$ cat config.mk
export PLATFORM = sky130hd
export DESIGN_NAME = periph_subsys
export DESIGN_NICKNAME = d
export VERILOG_FILES = /design/src/design/periph_pkg.sv /design/src/design/periph_subsys.sv /design/src/design/apb_response.sv /design/src/design/sys_ctrl.sv /design/src/design/gpio_regs.sv /design/src/design/apb_decoder.sv /design/src/design/sync_2ff.sv
export SDC_FILE = /design/constraint.sdc
export NUM_CORES = 1
export LEC_CHECK = 0
export BUFFER_PORTS_ARGS = -buffer_cell sky130_fd_sc_hd__buf_2
export CORE_UTILIZATION = 58
export DETAILED_ROUTE_END_ITERATION = 10
export PLACE_DENSITY = 0.79
export SYNTH_ARGS = -nofsm -noshare
export SYNTH_HDL_FRONTEND = slang
export SYNTH_SLANG_ARGS = --single-unit
export TNS_END_PERCENT = 50
$ cat constraint.sdc
create_clock -name clk -period 3.44 [get_ports clk]
set_input_delay 1.032 -clock clk [delete_from_list [all_inputs] [get_ports clk]]
set_output_delay 1.032 -clock clk [all_outputs]
set_load 0.01 [all_outputs]
$ cat src/design/periph_pkg.sv
package periph_pkg;

   // ****************************************
   // Widths
   // ****************************************
   localparam int DATA_W   = 32;
   localparam int ADDR_W   = 12;
   localparam int OFFSET_W = 8;
   localparam int IRQ_W    = 4;

   // Region select sits above the register offset
   localparam int REGION_LO = OFFSET_W;
   localparam int REGION_HI = ADDR_W - 1;
   localparam int REGION_W  = REGION_HI - REGION_LO + 1;

   typedef logic [DATA_W-1:0]   word_t;
   typedef logic [ADDR_W-1:0]   apb_addr_t;
   typedef logic [OFFSET_W-1:0] reg_offset_t;
   typedef logic [IRQ_W-1:0]    irq_vec_t;

   // Done lands in bit 0, error in bit 1
   typedef struct packed {
      logic ram_init_error;
      logic ram_init_done;
   } ram_status_t;

   // ****************************************
   // Address map
   // ****************************************
   localparam logic [REGION_W-1:0] REGION_GPIO = 4'h0;
   localparam logic [REGION_W-1:0] REGION_SYS  = 4'h1;

   localparam reg_offset_t GPIO_OUT  = 8'h00;
   localparam reg_offset_t GPIO_OE   = 8'h04;
   localparam reg_offset_t GPIO_IN   = 8'h08;
   localparam reg_offset_t GPIO_MASK = 8'h0C;
   localparam reg_offset_t GPIO_PEND = 8'h10;

   localparam reg_offset_t SYS_VERSION  = 8'h00;
   localparam reg_offset_t SYS_SWIRQ    = 8'h04;
   localparam reg_offset_t SYS_STATUS   = 8'h08;
   localparam reg_offset_t SYS_MTIME    = 8'h0C;
   localparam reg_offset_t SYS_MTIMECMP = 8'h10;

   localparam word_t SYS_VERSION_VALUE = 32'h0001_0A03;

   // Interrupt vector positions
   localparam int IRQ_TIMER = 0;
   localparam int IRQ_GPIO  = 1;
   localparam int IRQ_SW3   = 2;
   localparam int IRQ_SW4   = 3;

endpackage
$ cat src/design/periph_subsys.sv
`timescale 1ns/1ps

module periph_subsys
   import periph_pkg::*;
(
   input  logic        clk,
   input  logic        i_reset,
   input  logic        i_psel,
   input  logic        i_penable,
   input  logic        i_pwrite,
   input  apb_addr_t   i_paddr,
   input  word_t       i_pwdata,
   output word_t       o_prdata,
   output logic        o_pready,
   output logic        o_pslverr,
   input  word_t       i_gpio_in,
   input  ram_status_t i_ram_status,
   output word_t       o_gpio_out,
   output word_t       o_gpio_oe,
   output irq_vec_t    o_irq
);

   logic        gpio_req;
   logic        sys_req;
   logic        err_req;
   logic        we;
   reg_offset_t offset;
   word_t       wdata;
   logic        gpio_ack;
   logic        sys_ack;
   word_t       gpio_rdata;
   word_t       sys_rdata;
   logic        gpio_irq;
   logic        timer_irq;
   logic        sw_irq3;
   logic        sw_irq4;

   apb_decoder u_decoder (
      .clk        (clk),
      .i_reset    (i_reset),
      .i_psel     (i_psel),
      .i_penable  (i_penable),
      .i_pwrite   (i_pwrite),
      .i_paddr    (i_paddr),
      .i_pwdata   (i_pwdata),
      .o_gpio_req (gpio_req),
      .o_sys_req  (sys_req),
      .o_err_req  (err_req),
      .o_we       (we),
      .o_offset   (offset),
      .o_wdata    (wdata)
   );

   gpio_regs u_gpio (
      .clk        (clk),
      .i_reset    (i_reset),
      .i_req      (gpio_req),
      .i_we       (we),
      .i_offset   (offset),
      .i_wdata    (wdata),
      .i_gpio_in  (i_gpio_in),
      .o_ack      (gpio_ack),
      .o_rdata    (gpio_rdata),
      .o_gpio_out (o_gpio_out),
      .o_gpio_oe  (o_gpio_oe),
      .o_irq      (gpio_irq)
   );

   sys_ctrl u_sys (
      .clk          (clk),
      .i_reset      (i_reset),
      .i_req        (sys_req),
      .i_we         (we),
      .i_offset     (offset),
      .i_wdata      (wdata),
      .i_ram_status (i_ram_status),
      .o_ack        (sys_ack),
      .o_rdata      (sys_rdata),
      .o_timer_irq  (timer_irq),
      .o_sw_irq3    (sw_irq3),
      .o_sw_irq4    (sw_irq4)
   );

   apb_response u_response (
      .clk          (clk),
      .i_reset      (i_reset),
      .i_gpio_ack   (gpio_ack),
      .i_sys_ack    (sys_ack),
      .i_err_req    (err_req),
      .i_gpio_rdata (gpio_rdata),
      .i_sys_rdata  (sys_rdata),
      .o_pready     (o_pready),
      .o_pslverr    (o_pslverr),
      .o_prdata     (o_prdata)
   );

   // Interrupt vector
   assign o_irq[IRQ_TIMER] = timer_irq;
   assign o_irq[IRQ_GPIO]  = gpio_irq;
   assign o_irq[IRQ_SW3]   = sw_irq3;
   assign o_irq[IRQ_SW4]   = sw_irq4;

endmodule

$ cat src/design/apb_response.sv
`timescale 1ns/1ps

module apb_response
   import periph_pkg::*;
(
   input  logic  clk,
   input  logic  i_reset,
   input  logic  i_gpio_ack,
   input  logic  i_sys_ack,
   input  logic  i_err_req,
   input  word_t i_gpio_rdata,
   input  word_t i_sys_rdata,
   output logic  o_pready,
   output logic  o_pslverr,
   output word_t o_prdata
);

   always_ff @(posedge clk) begin
      if (i_reset) begin
         o_pready  <= 1'b0;
         o_pslverr <= 1'b0;
      end else begin
         o_pready  <= i_gpio_ack || i_sys_ack || i_err_req;
         o_pslverr <= i_err_req;
      end
   end

   // Only one slave acks per transfer
   always_ff @(posedge clk) begin
      if (i_gpio_ack) begin
         o_prdata <= i_gpio_rdata;
      end else if (i_sys_ack) begin
         o_prdata <= i_sys_rdata;
      end else begin
         o_prdata <= '0;
      end
   end

endmodule

$ cat src/design/sys_ctrl.sv
`timescale 1ns/1ps

module sys_ctrl
   import periph_pkg::*;
(
   input  logic        clk,
   input  logic        i_reset,
   input  logic        i_req,
   input  logic        i_we,
   input  reg_offset_t i_offset,
   input  word_t       i_wdata,
   input  ram_status_t i_ram_status,
   output logic        o_ack,
   output word_t       o_rdata,
   output logic        o_timer_irq,
   output logic        o_sw_irq3,
   output logic        o_sw_irq4
);

   ram_status_t ram_status_sync;
   logic [1:0]  sw_irq;
   word_t       mtime;
   word_t       mtimecmp;
   logic        wr;

   sync_2ff #(
      .payload_t (ram_status_t)
   ) u_status_sync (
      .clk     (clk),
      .i_reset (i_reset),
      .i_async (i_ram_status),
      .o_sync  (ram_status_sync)
   );

   assign wr = i_req && i_we;

   // ****************************************
   // Control registers and timer
   // ****************************************
   always_ff @(posedge clk) begin
      if (i_reset) begin
         o_ack    <= 1'b0;
         sw_irq   <= 2'b00;
         mtime    <= '0;
         mtimecmp <= '1;
      end else begin
         o_ack <= i_req;
         mtime <= mtime + word_t'(1);
         if (wr) begin
            case (i_offset)
               SYS_SWIRQ:    sw_irq   <= i_wdata[1:0];
               SYS_MTIMECMP: mtimecmp <= i_wdata;
               default:      ;
            endcase
         end
      end
   end

   always_ff @(posedge clk) begin
      if (i_req) begin
         case (i_offset)
            SYS_VERSION:  o_rdata <= SYS_VERSION_VALUE;
            SYS_SWIRQ:    o_rdata <= {{(DATA_W-2){1'b0}}, sw_irq};
            SYS_STATUS:   o_rdata <= {{(DATA_W-2){1'b0}}, ram_status_sync};
            SYS_MTIME:    o_rdata <= mtime;
            SYS_MTIMECMP: o_rdata <= mtimecmp;
            default:      o_rdata <= '0;
         endcase
      end
   end

   // Level interrupt while the compare point is reached
   assign o_timer_irq = (mtime >= mtimecmp);
   assign o_sw_irq3   = sw_irq[0];
   assign o_sw_irq4   = sw_irq[1];

endmodule

$ cat src/design/gpio_regs.sv
`timescale 1ns/1ps

module gpio_regs
   import periph_pkg::*;
(
   input  logic        clk,
   input  logic        i_reset,
   input  logic        i_req,
   input  logic        i_we,
   input  reg_offset_t i_offset,
   input  word_t       i_wdata,
   input  word_t       i_gpio_in,
   output logic        o_ack,
   output word_t       o_rdata,
   output word_t       o_gpio_out,
   output word_t       o_gpio_oe,
   output logic        o_irq
);

   word_t gpio_in_sync;
   word_t gpio_in_prev;
   word_t mask;
   word_t pend;
   word_t rise;
   word_t pend_clr;
   logic  wr;

   sync_2ff #(
      .payload_t (word_t)
   ) u_in_sync (
      .clk     (clk),
      .i_reset (i_reset),
      .i_async (i_gpio_in),
      .o_sync  (gpio_in_sync)
   );

   assign wr       = i_req && i_we;
   assign rise     = gpio_in_sync & ~gpio_in_prev & mask;
   assign pend_clr = (wr && (i_offset == GPIO_PEND)) ? i_wdata : '0;

   // ****************************************
   // Registers and edge detect
   // ****************************************
   always_ff @(posedge clk) begin
      if (i_reset) begin
         o_ack        <= 1'b0;
         o_gpio_out   <= '0;
         o_gpio_oe    <= '0;
         mask         <= '0;
         pend         <= '0;
         gpio_in_prev <= '0;
      end else begin
         o_ack        <= i_req;
         gpio_in_prev <= gpio_in_sync;
         // A new edge wins over a clear in the same cycle
         pend         <= (pend & ~pend_clr) | rise;
         if (wr) begin
            case (i_offset)
               GPIO_OUT:  o_gpio_out <= i_wdata;
               GPIO_OE:   o_gpio_oe  <= i_wdata;
               GPIO_MASK: mask       <= i_wdata;
               default:   ;
            endcase
         end
      end
   end

   // Read mux
   always_ff @(posedge clk) begin
      if (i_req) begin
         case (i_offset)
            GPIO_OUT:  o_rdata <= o_gpio_out;
            GPIO_OE:   o_rdata <= o_gpio_oe;
            GPIO_IN:   o_rdata <= gpio_in_sync;
            GPIO_MASK: o_rdata <= mask;
            GPIO_PEND: o_rdata <= pend;
            default:   o_rdata <= '0;
         endcase
      end
   end

   assign o_irq = |pend;

endmodule

$ cat src/design/apb_decoder.sv
`timescale 1ns/1ps

module apb_decoder
   import periph_pkg::*;
(
   input  logic        clk,
   input  logic        i_reset,
   input  logic        i_psel,
   input  logic        i_penable,
   input  logic        i_pwrite,
   input  apb_addr_t   i_paddr,
   input  word_t       i_pwdata,
   output logic        o_gpio_req,
   output logic        o_sys_req,
   output logic        o_err_req,
   output logic        o_we,
   output reg_offset_t o_offset,
   output word_t       o_wdata
);

   logic                busy;
   logic                start;
   logic [REGION_W-1:0] region;

   // First access-phase edge only
   assign start  = i_psel && i_penable && !busy;
   assign region = i_paddr[REGION_HI:REGION_LO];

   always_ff @(posedge clk) begin
      if (i_reset) begin
         busy       <= 1'b0;
         o_gpio_req <= 1'b0;
         o_sys_req  <= 1'b0;
         o_err_req  <= 1'b0;
      end else begin
         o_gpio_req <= start && (region == REGION_GPIO);
         o_sys_req  <= start && (region == REGION_SYS);
         o_err_req  <= start && (region != REGION_GPIO) && (region != REGION_SYS);
         // Held until the master leaves the access phase
         if (!i_penable) begin
            busy <= 1'b0;
         end else if (start) begin
            busy <= 1'b1;
         end
      end
   end

   always_ff @(posedge clk) begin
      if (start) begin
         o_we     <= i_pwrite;
         o_offset <= i_paddr[REGION_LO-1:0];
         o_wdata  <= i_pwdata;
      end
   end

endmodule

$ cat src/design/sync_2ff.sv
`timescale 1ns/1ps

module sync_2ff #(
   parameter type payload_t = logic
) (
   input  logic     clk,
   input  logic     i_reset,
   input  payload_t i_async,
   output payload_t o_sync
);

   payload_t stage1;

   always_ff @(posedge clk) begin
      if (i_reset) begin
         stage1 <= '0;
         o_sync <= '0;
      end else begin
         stage1 <= i_async;
         o_sync <= stage1;
      end
   end

endmodule

# Word-level counts from Yosys, hierarchy flattened
# Index checks and enable logic that the tools add are counted.
# classes
add_sub_neg	1
order_cmp	1
eq_ne	6
n_mux	5
bitwise	7
n_reduce_logical	22
# op_table
operator	n
one-hot mux 32 bit (5 select lines)	2
bitwise AND 32 bit	3
two-way mux 32 bit	3
NOT 32 bit	2
adder 32 x 1 -> 32 bit (second input constant)	1
>= comparator 32 bit	1
OR 32 bit	1
OR reduction 32 bit	1
equality test 8 x 4 -> 1 bit (second input constant)	2
AND reduction 2 bit	5
logical AND 1 bit	9
equality test 8 x 3 -> 1 bit (second input constant)	1
equality test 8 x 5 -> 1 bit (second input constant)	1
zero test 8 bit	1
equality test 4 x 1 -> 1 bit (second input constant)	1
zero test 4 bit	1
!= test 4 x 1 -> 1 bit (second input constant)	1
nonzero test 4 bit	1
logical OR 1 bit	2
OR reduction 2 bit	1
zero test 1 bit	1
NOT 1 bit	1
# totals
regBits	439
input_bits	83
output_inout_bits	102
elab_cells	70

# Logic depth before layout (Yosys ltp)
# logic_depth
word_depth	6
mapped_depth	8
depth_no_buf	7

# Modules after synthesis
# A second synthesis with hierarchy kept.
# unflattened
hier_cells	1544
hier_area_um2	17885.9
# modules_own_cells
module	n_inst	cells_per_inst	area_each_um2	seq_area_each_um2
gpio_regs	1	777	8569.5	4184.0
sys_ctrl	1	486	4805.9	2302.2
sync_2ff at u_gpio.u_in_sync	1	135	1918.1	1281.2
apb_decoder	1	55	1403.8	1311.3
apb_response	1	79	1053.5	680.7
sync_2ff at u_sys.u_status_sync	1	8	105.1	80.1
periph_subsys	1	4	30.0	0.0

# Least setup slack after synthesis
# Ideal clock, no wire load.
# synth_timing
path_type	register to output
start	register u_sys.mtimecmp[17]
end	output port o_irq[0]
arrival_ps	1802
t_required_ps	2408
path_slack_ps	606
path_stages_with_launch	9
cell_sequence	dfxtp_1 -> inv_1 -> ha_1 -> a21oi_1 -> o21ai_0 -> a221o_1 -> a2111oi_0 -> o21ai_0 -> buf_4
# synth_via
elab_chain_cells	1
# synth_rtl
item	line	source
start: declaration	sys_ctrl.sv:23	word_t mtimecmp;
start signal: assignment	sys_ctrl.sv:52	SYS_MTIMECMP: mtimecmp <= i_wdata;
>= comparator 32 bit	sys_ctrl.sv:73	assign o_timer_irq = (mtime >= mtimecmp);
end: declaration	periph_subsys.sv:20	output irq_vec_t o_irq
# Every way passes these cells.

# Worst setup path in the final report
# layout_timing
start	register u_sys.mtimecmp[13]
end	output port o_irq[0]
# Same word-level chain as after synthesis.

==> flow_metrics.env <==
export IMPL_grt_use_total_pct=29.6
export IMPL_io_pins=185
export IMPL_rsz0062_at_grt="true"
export IMPL_insertion_delay_ps=540
export IMPL_worstPathCellList="inv_1, ha_1, nand4_1, o32ai_1, a2111oi_2, buf_4, o21ai_1, buf_2"
export IMPL_vdd_drop_max_mv=0.427
export IMPL_fin_crit_sh_pct=100
export IMPL_wirelength_mm=42.9
export IMPL_drv_slew=0
export IMPL_min_from="u_gpio.u_in_sync.stage1[8]"
export IMPL_path_clk_slew_ps=60
export IMPL_grt_pass1_vias=11700
export IMPL_dieArea_um2=28900
export IMPL_power_w=0.0105
export IMPL_seq_power_share_pct=51.4
export IMPL_skew_ps=15.2
export IMPL_first_iter_violations=1377
export IMPL_synth_seq_area_share_pct=60.0
export IMPL_max_stage_delay_ps=370
export IMPL_worst_ep_arrival_time_ps=2410
export IMPL_setup_viol=0
export IMPL_chipWidth_um=170
export IMPL_maxCapViolCount=0
export IMPL_detail_route_first_pass_iterations=6
export IMPL_final_common_cell="dfxtp_1"
export IMPL_synth_edf_count=105
export IMPL_synthArstFlopShare_pct=0
export IMPL_grt_max_degree=102
export IMPL_crit_path_start_kind="flip-flop"
export IMPL_final_cell_mix="318 x dfxtp_1, 252 x nand2_1, 183 x buf_2, 139 x a21oi_1, 106 x nor2b_1"
export IMPL_min_period_ps=3440
export IMPL_h_tree_depth=2
export IMPL_rr_worst_depth=5
export IMPL_timing_hold_ws_ps=434
export IMPL_dpl_hpwl_mm=28.9
export IMPL_ys_warn_count=0
export IMPL_synth_top_family_by_area="simple AND/OR/NAND/NOR gates"
export IMPL_grt_pass1_wl_mm=65.2
export IMPL_cts_tree="done"
export IMPL_coreArea_um2=27800
export IMPL_avgSynthCellArea_um2=10.2
export IMPL_crit_family="compound AO/OA/AOI/OAI gates"
export IMPL_routabilityCongestion=0.917
export IMPL_grt_overflow=0
export IMPL_start_util_pct=59.0
export IMPL_r2r_end="u_sys.o_rdata[0]"
export IMPL_crit_type="flip-flop to output pin"
export IMPL_cp_required_ps=2410
export IMPL_ys_flop_type="dfxtp_1"
export IMPL_vias=12700
export IMPL_numPortBuffers=184
export IMPL_synth_cell_types=44
export IMPL_syn_nets=1724
export IMPL_vias_per_cell=5.80
export IMPL_slew_headroom_pct=51.4
export IMPL_placed_cells=2101
export IMPL_synth_area_mux_share_pct=0.122
export IMPL_p_clk_share_pct=46.6
export IMPL_p_int_w=0.00845
export IMPL_cp_slowest_cell="o32ai_1"
export IMPL_hold_class="flip-flop to flip-flop"
export IMPL_clock_path_buffers=3
export IMPL_p_comb_share_pct=1.9
export IMPL_nNetsFinal=1890
export IMPL_swShare_pct=19.8
export IMPL_worst_slew_pin_slew_ps=729
export IMPL_rows=61
export IMPL_r2r_start="u_decoder.o_offset[5]"
export IMPL_synthAdderAreaFrac_pct=2.52
export IMPL_fmax_ghz=0.291
export IMPL_p_sw_w=0.00208
export IMPL_stdcell_count=2186
export IMPL_ys_ff_latch=439
export IMPL_drc_errors=0
export IMPL_critical_path_buf_inv_count=3
export IMPL_synthSimpleGateAreaFrac_pct=17.5
export IMPL_synth_compound_area_share_pct=14.0
export IMPL_path_max_fanout=3
export IMPL_synth_cells=1608
export IMPL_cts_made_buffers=43
export IMPL_antenna_left=0
export IMPL_cp_end_kind="output pin"
export IMPL_die_h_um=170
export IMPL_antenna_cells=0
export IMPL_powerDensity_nw_per_um2=545
export IMPL_synth_xor_area_share_pct=1.50
export IMPL_finalHoldViolCount=0
export IMPL_fin_tns_setup_ps=0
export IMPL_area_growth_syn_to_layout_pct=18.0
export IMPL_syn_area_um2=16400
export IMPL_drive_gt1_share_pct=18.3
export IMPL_cts_root_buf="clkbuf_16"
export IMPL_leakagePower_nw=7.73
export IMPL_grt_antenna_before_repair=1
export IMPL_whs_endpoint="u_gpio.u_in_sync.o_sync[8]"
export IMPL_status="finished clean"
export IMPL_min_path_cells=1
export IMPL_routedWlPerCell_um=19.6
export IMPL_clock_sinks=439
export IMPL_r2r_slack_ps=570
export IMPL_nFillCells=2134
registers in the layout (all words and copies together) (netlist names), 32 cells and up:
register and cells:
u_gpio.gpio_in_prev 32, u_gpio.o_gpio_oe 32, u_gpio.mask 32, u_sys.mtime 32
u_gpio.u_in_sync.stage1 32, u_gpio.pend 32, u_response.o_prdata 32, u_sys.o_rdata 32
u_gpio.o_gpio_out 32, u_decoder.o_wdata 32, u_gpio.u_in_sync.o_sync 32, u_sys.mtimecmp 32
u_gpio.o_rdata 32
metal layers:
metal  share of wire, %  GRT usage (%)  vias to the layer above
met5              0.030              0                        -
met4                3.7           11.3                        2
met3                9.9           5.40                      118
met2                 45           45.5                      666
met1                 41           41.6                     5978
li1                   -              -                     5904
cell families after synthesis:
kind of cell             Yosys count
buffers and inverters            171
flip-flops                       439
AO/OA/AOI/OAI                    351
adder cells (fa/ha/maj)           33
XOR/XNOR                          28
AND/OR/NAND/NOR                  584
multiplexers                       2
cells in the mapped netlist (all sizes together), types with 34 or more instances:
cell,number,area share [%]
dfxtp,334,41
nand2,252,5.8
a21oi,141,4.3
nor2b,108,4.1
edfxtp,105,19
nor2,74,1.7
clkbuf,69,1.6
inv,68,1.6
a22oi,63,2.9
a22o,58,3.1
nand3,47,1.4
o21ai,43,1.3
buf,34,1.1
cell type report:
cell class	count	area, um^2	share of cell area, %
Tap cell	378	473	2.45
Timing Repair Buffer	224	1270	6.56
Sequential cell	439	9870	51.1
Inverter	68	255	1.32
Clock inverter	14	250	1.29
Clock buffer	65	1240	6.42
Multi-Input combinational cell	998	5970	30.9
power by group through the flow:
stage	Clock, W	Sequential [W]	Combinational (W)
after floorplan	0	0.00549	0.000111
after global placement	0	0.00552	0.000195
after detailed placement	0	0.00553	0.000199
after CTS	0.00496	0.00541	0.000203
after global routing	0.00518	0.00542	0.000222
final	0.00491	0.00542	0.000203
per-stage QoR:
stage / utilization (%) / area [um^2] / setup WS (ps)
final: 69.6 / 19300 / 0.0633
after global routing: 69.6 / 19300 / -60.1
after CTS: 69.1 / 19200 / 1.62
after detailed placement: 63.5 / 17600 / 333
after global placement: 63.5 / 17600 / 365
after floorplan: - / 16400 / 606
repair_timing:
action | in CTS | in global routing
buffers inserted | 1 | 5
gates resized for setup | 17 | 26
endpoints found under the setup margin | 1 | 1
hold buffers | 0 | 0
pin swaps | 9 | 13
worst max path at each step:
stage / from / endpoint / depth (start not counted)
floorplan: u_sys.mtimecmp[17] / o_irq[0] / 8
global placement: u_sys.mtime[0] / o_irq[0] / 9
detailed placement: u_sys.mtime[17] / o_irq[0] / 7
CTS: u_sys.mtime[6] / o_irq[0] / 8
global route: u_sys.mtimecmp[19] / o_irq[0] / 8
finish: u_sys.mtimecmp[13] / o_irq[0] / 8
Power figures use the tool's default switching activity.
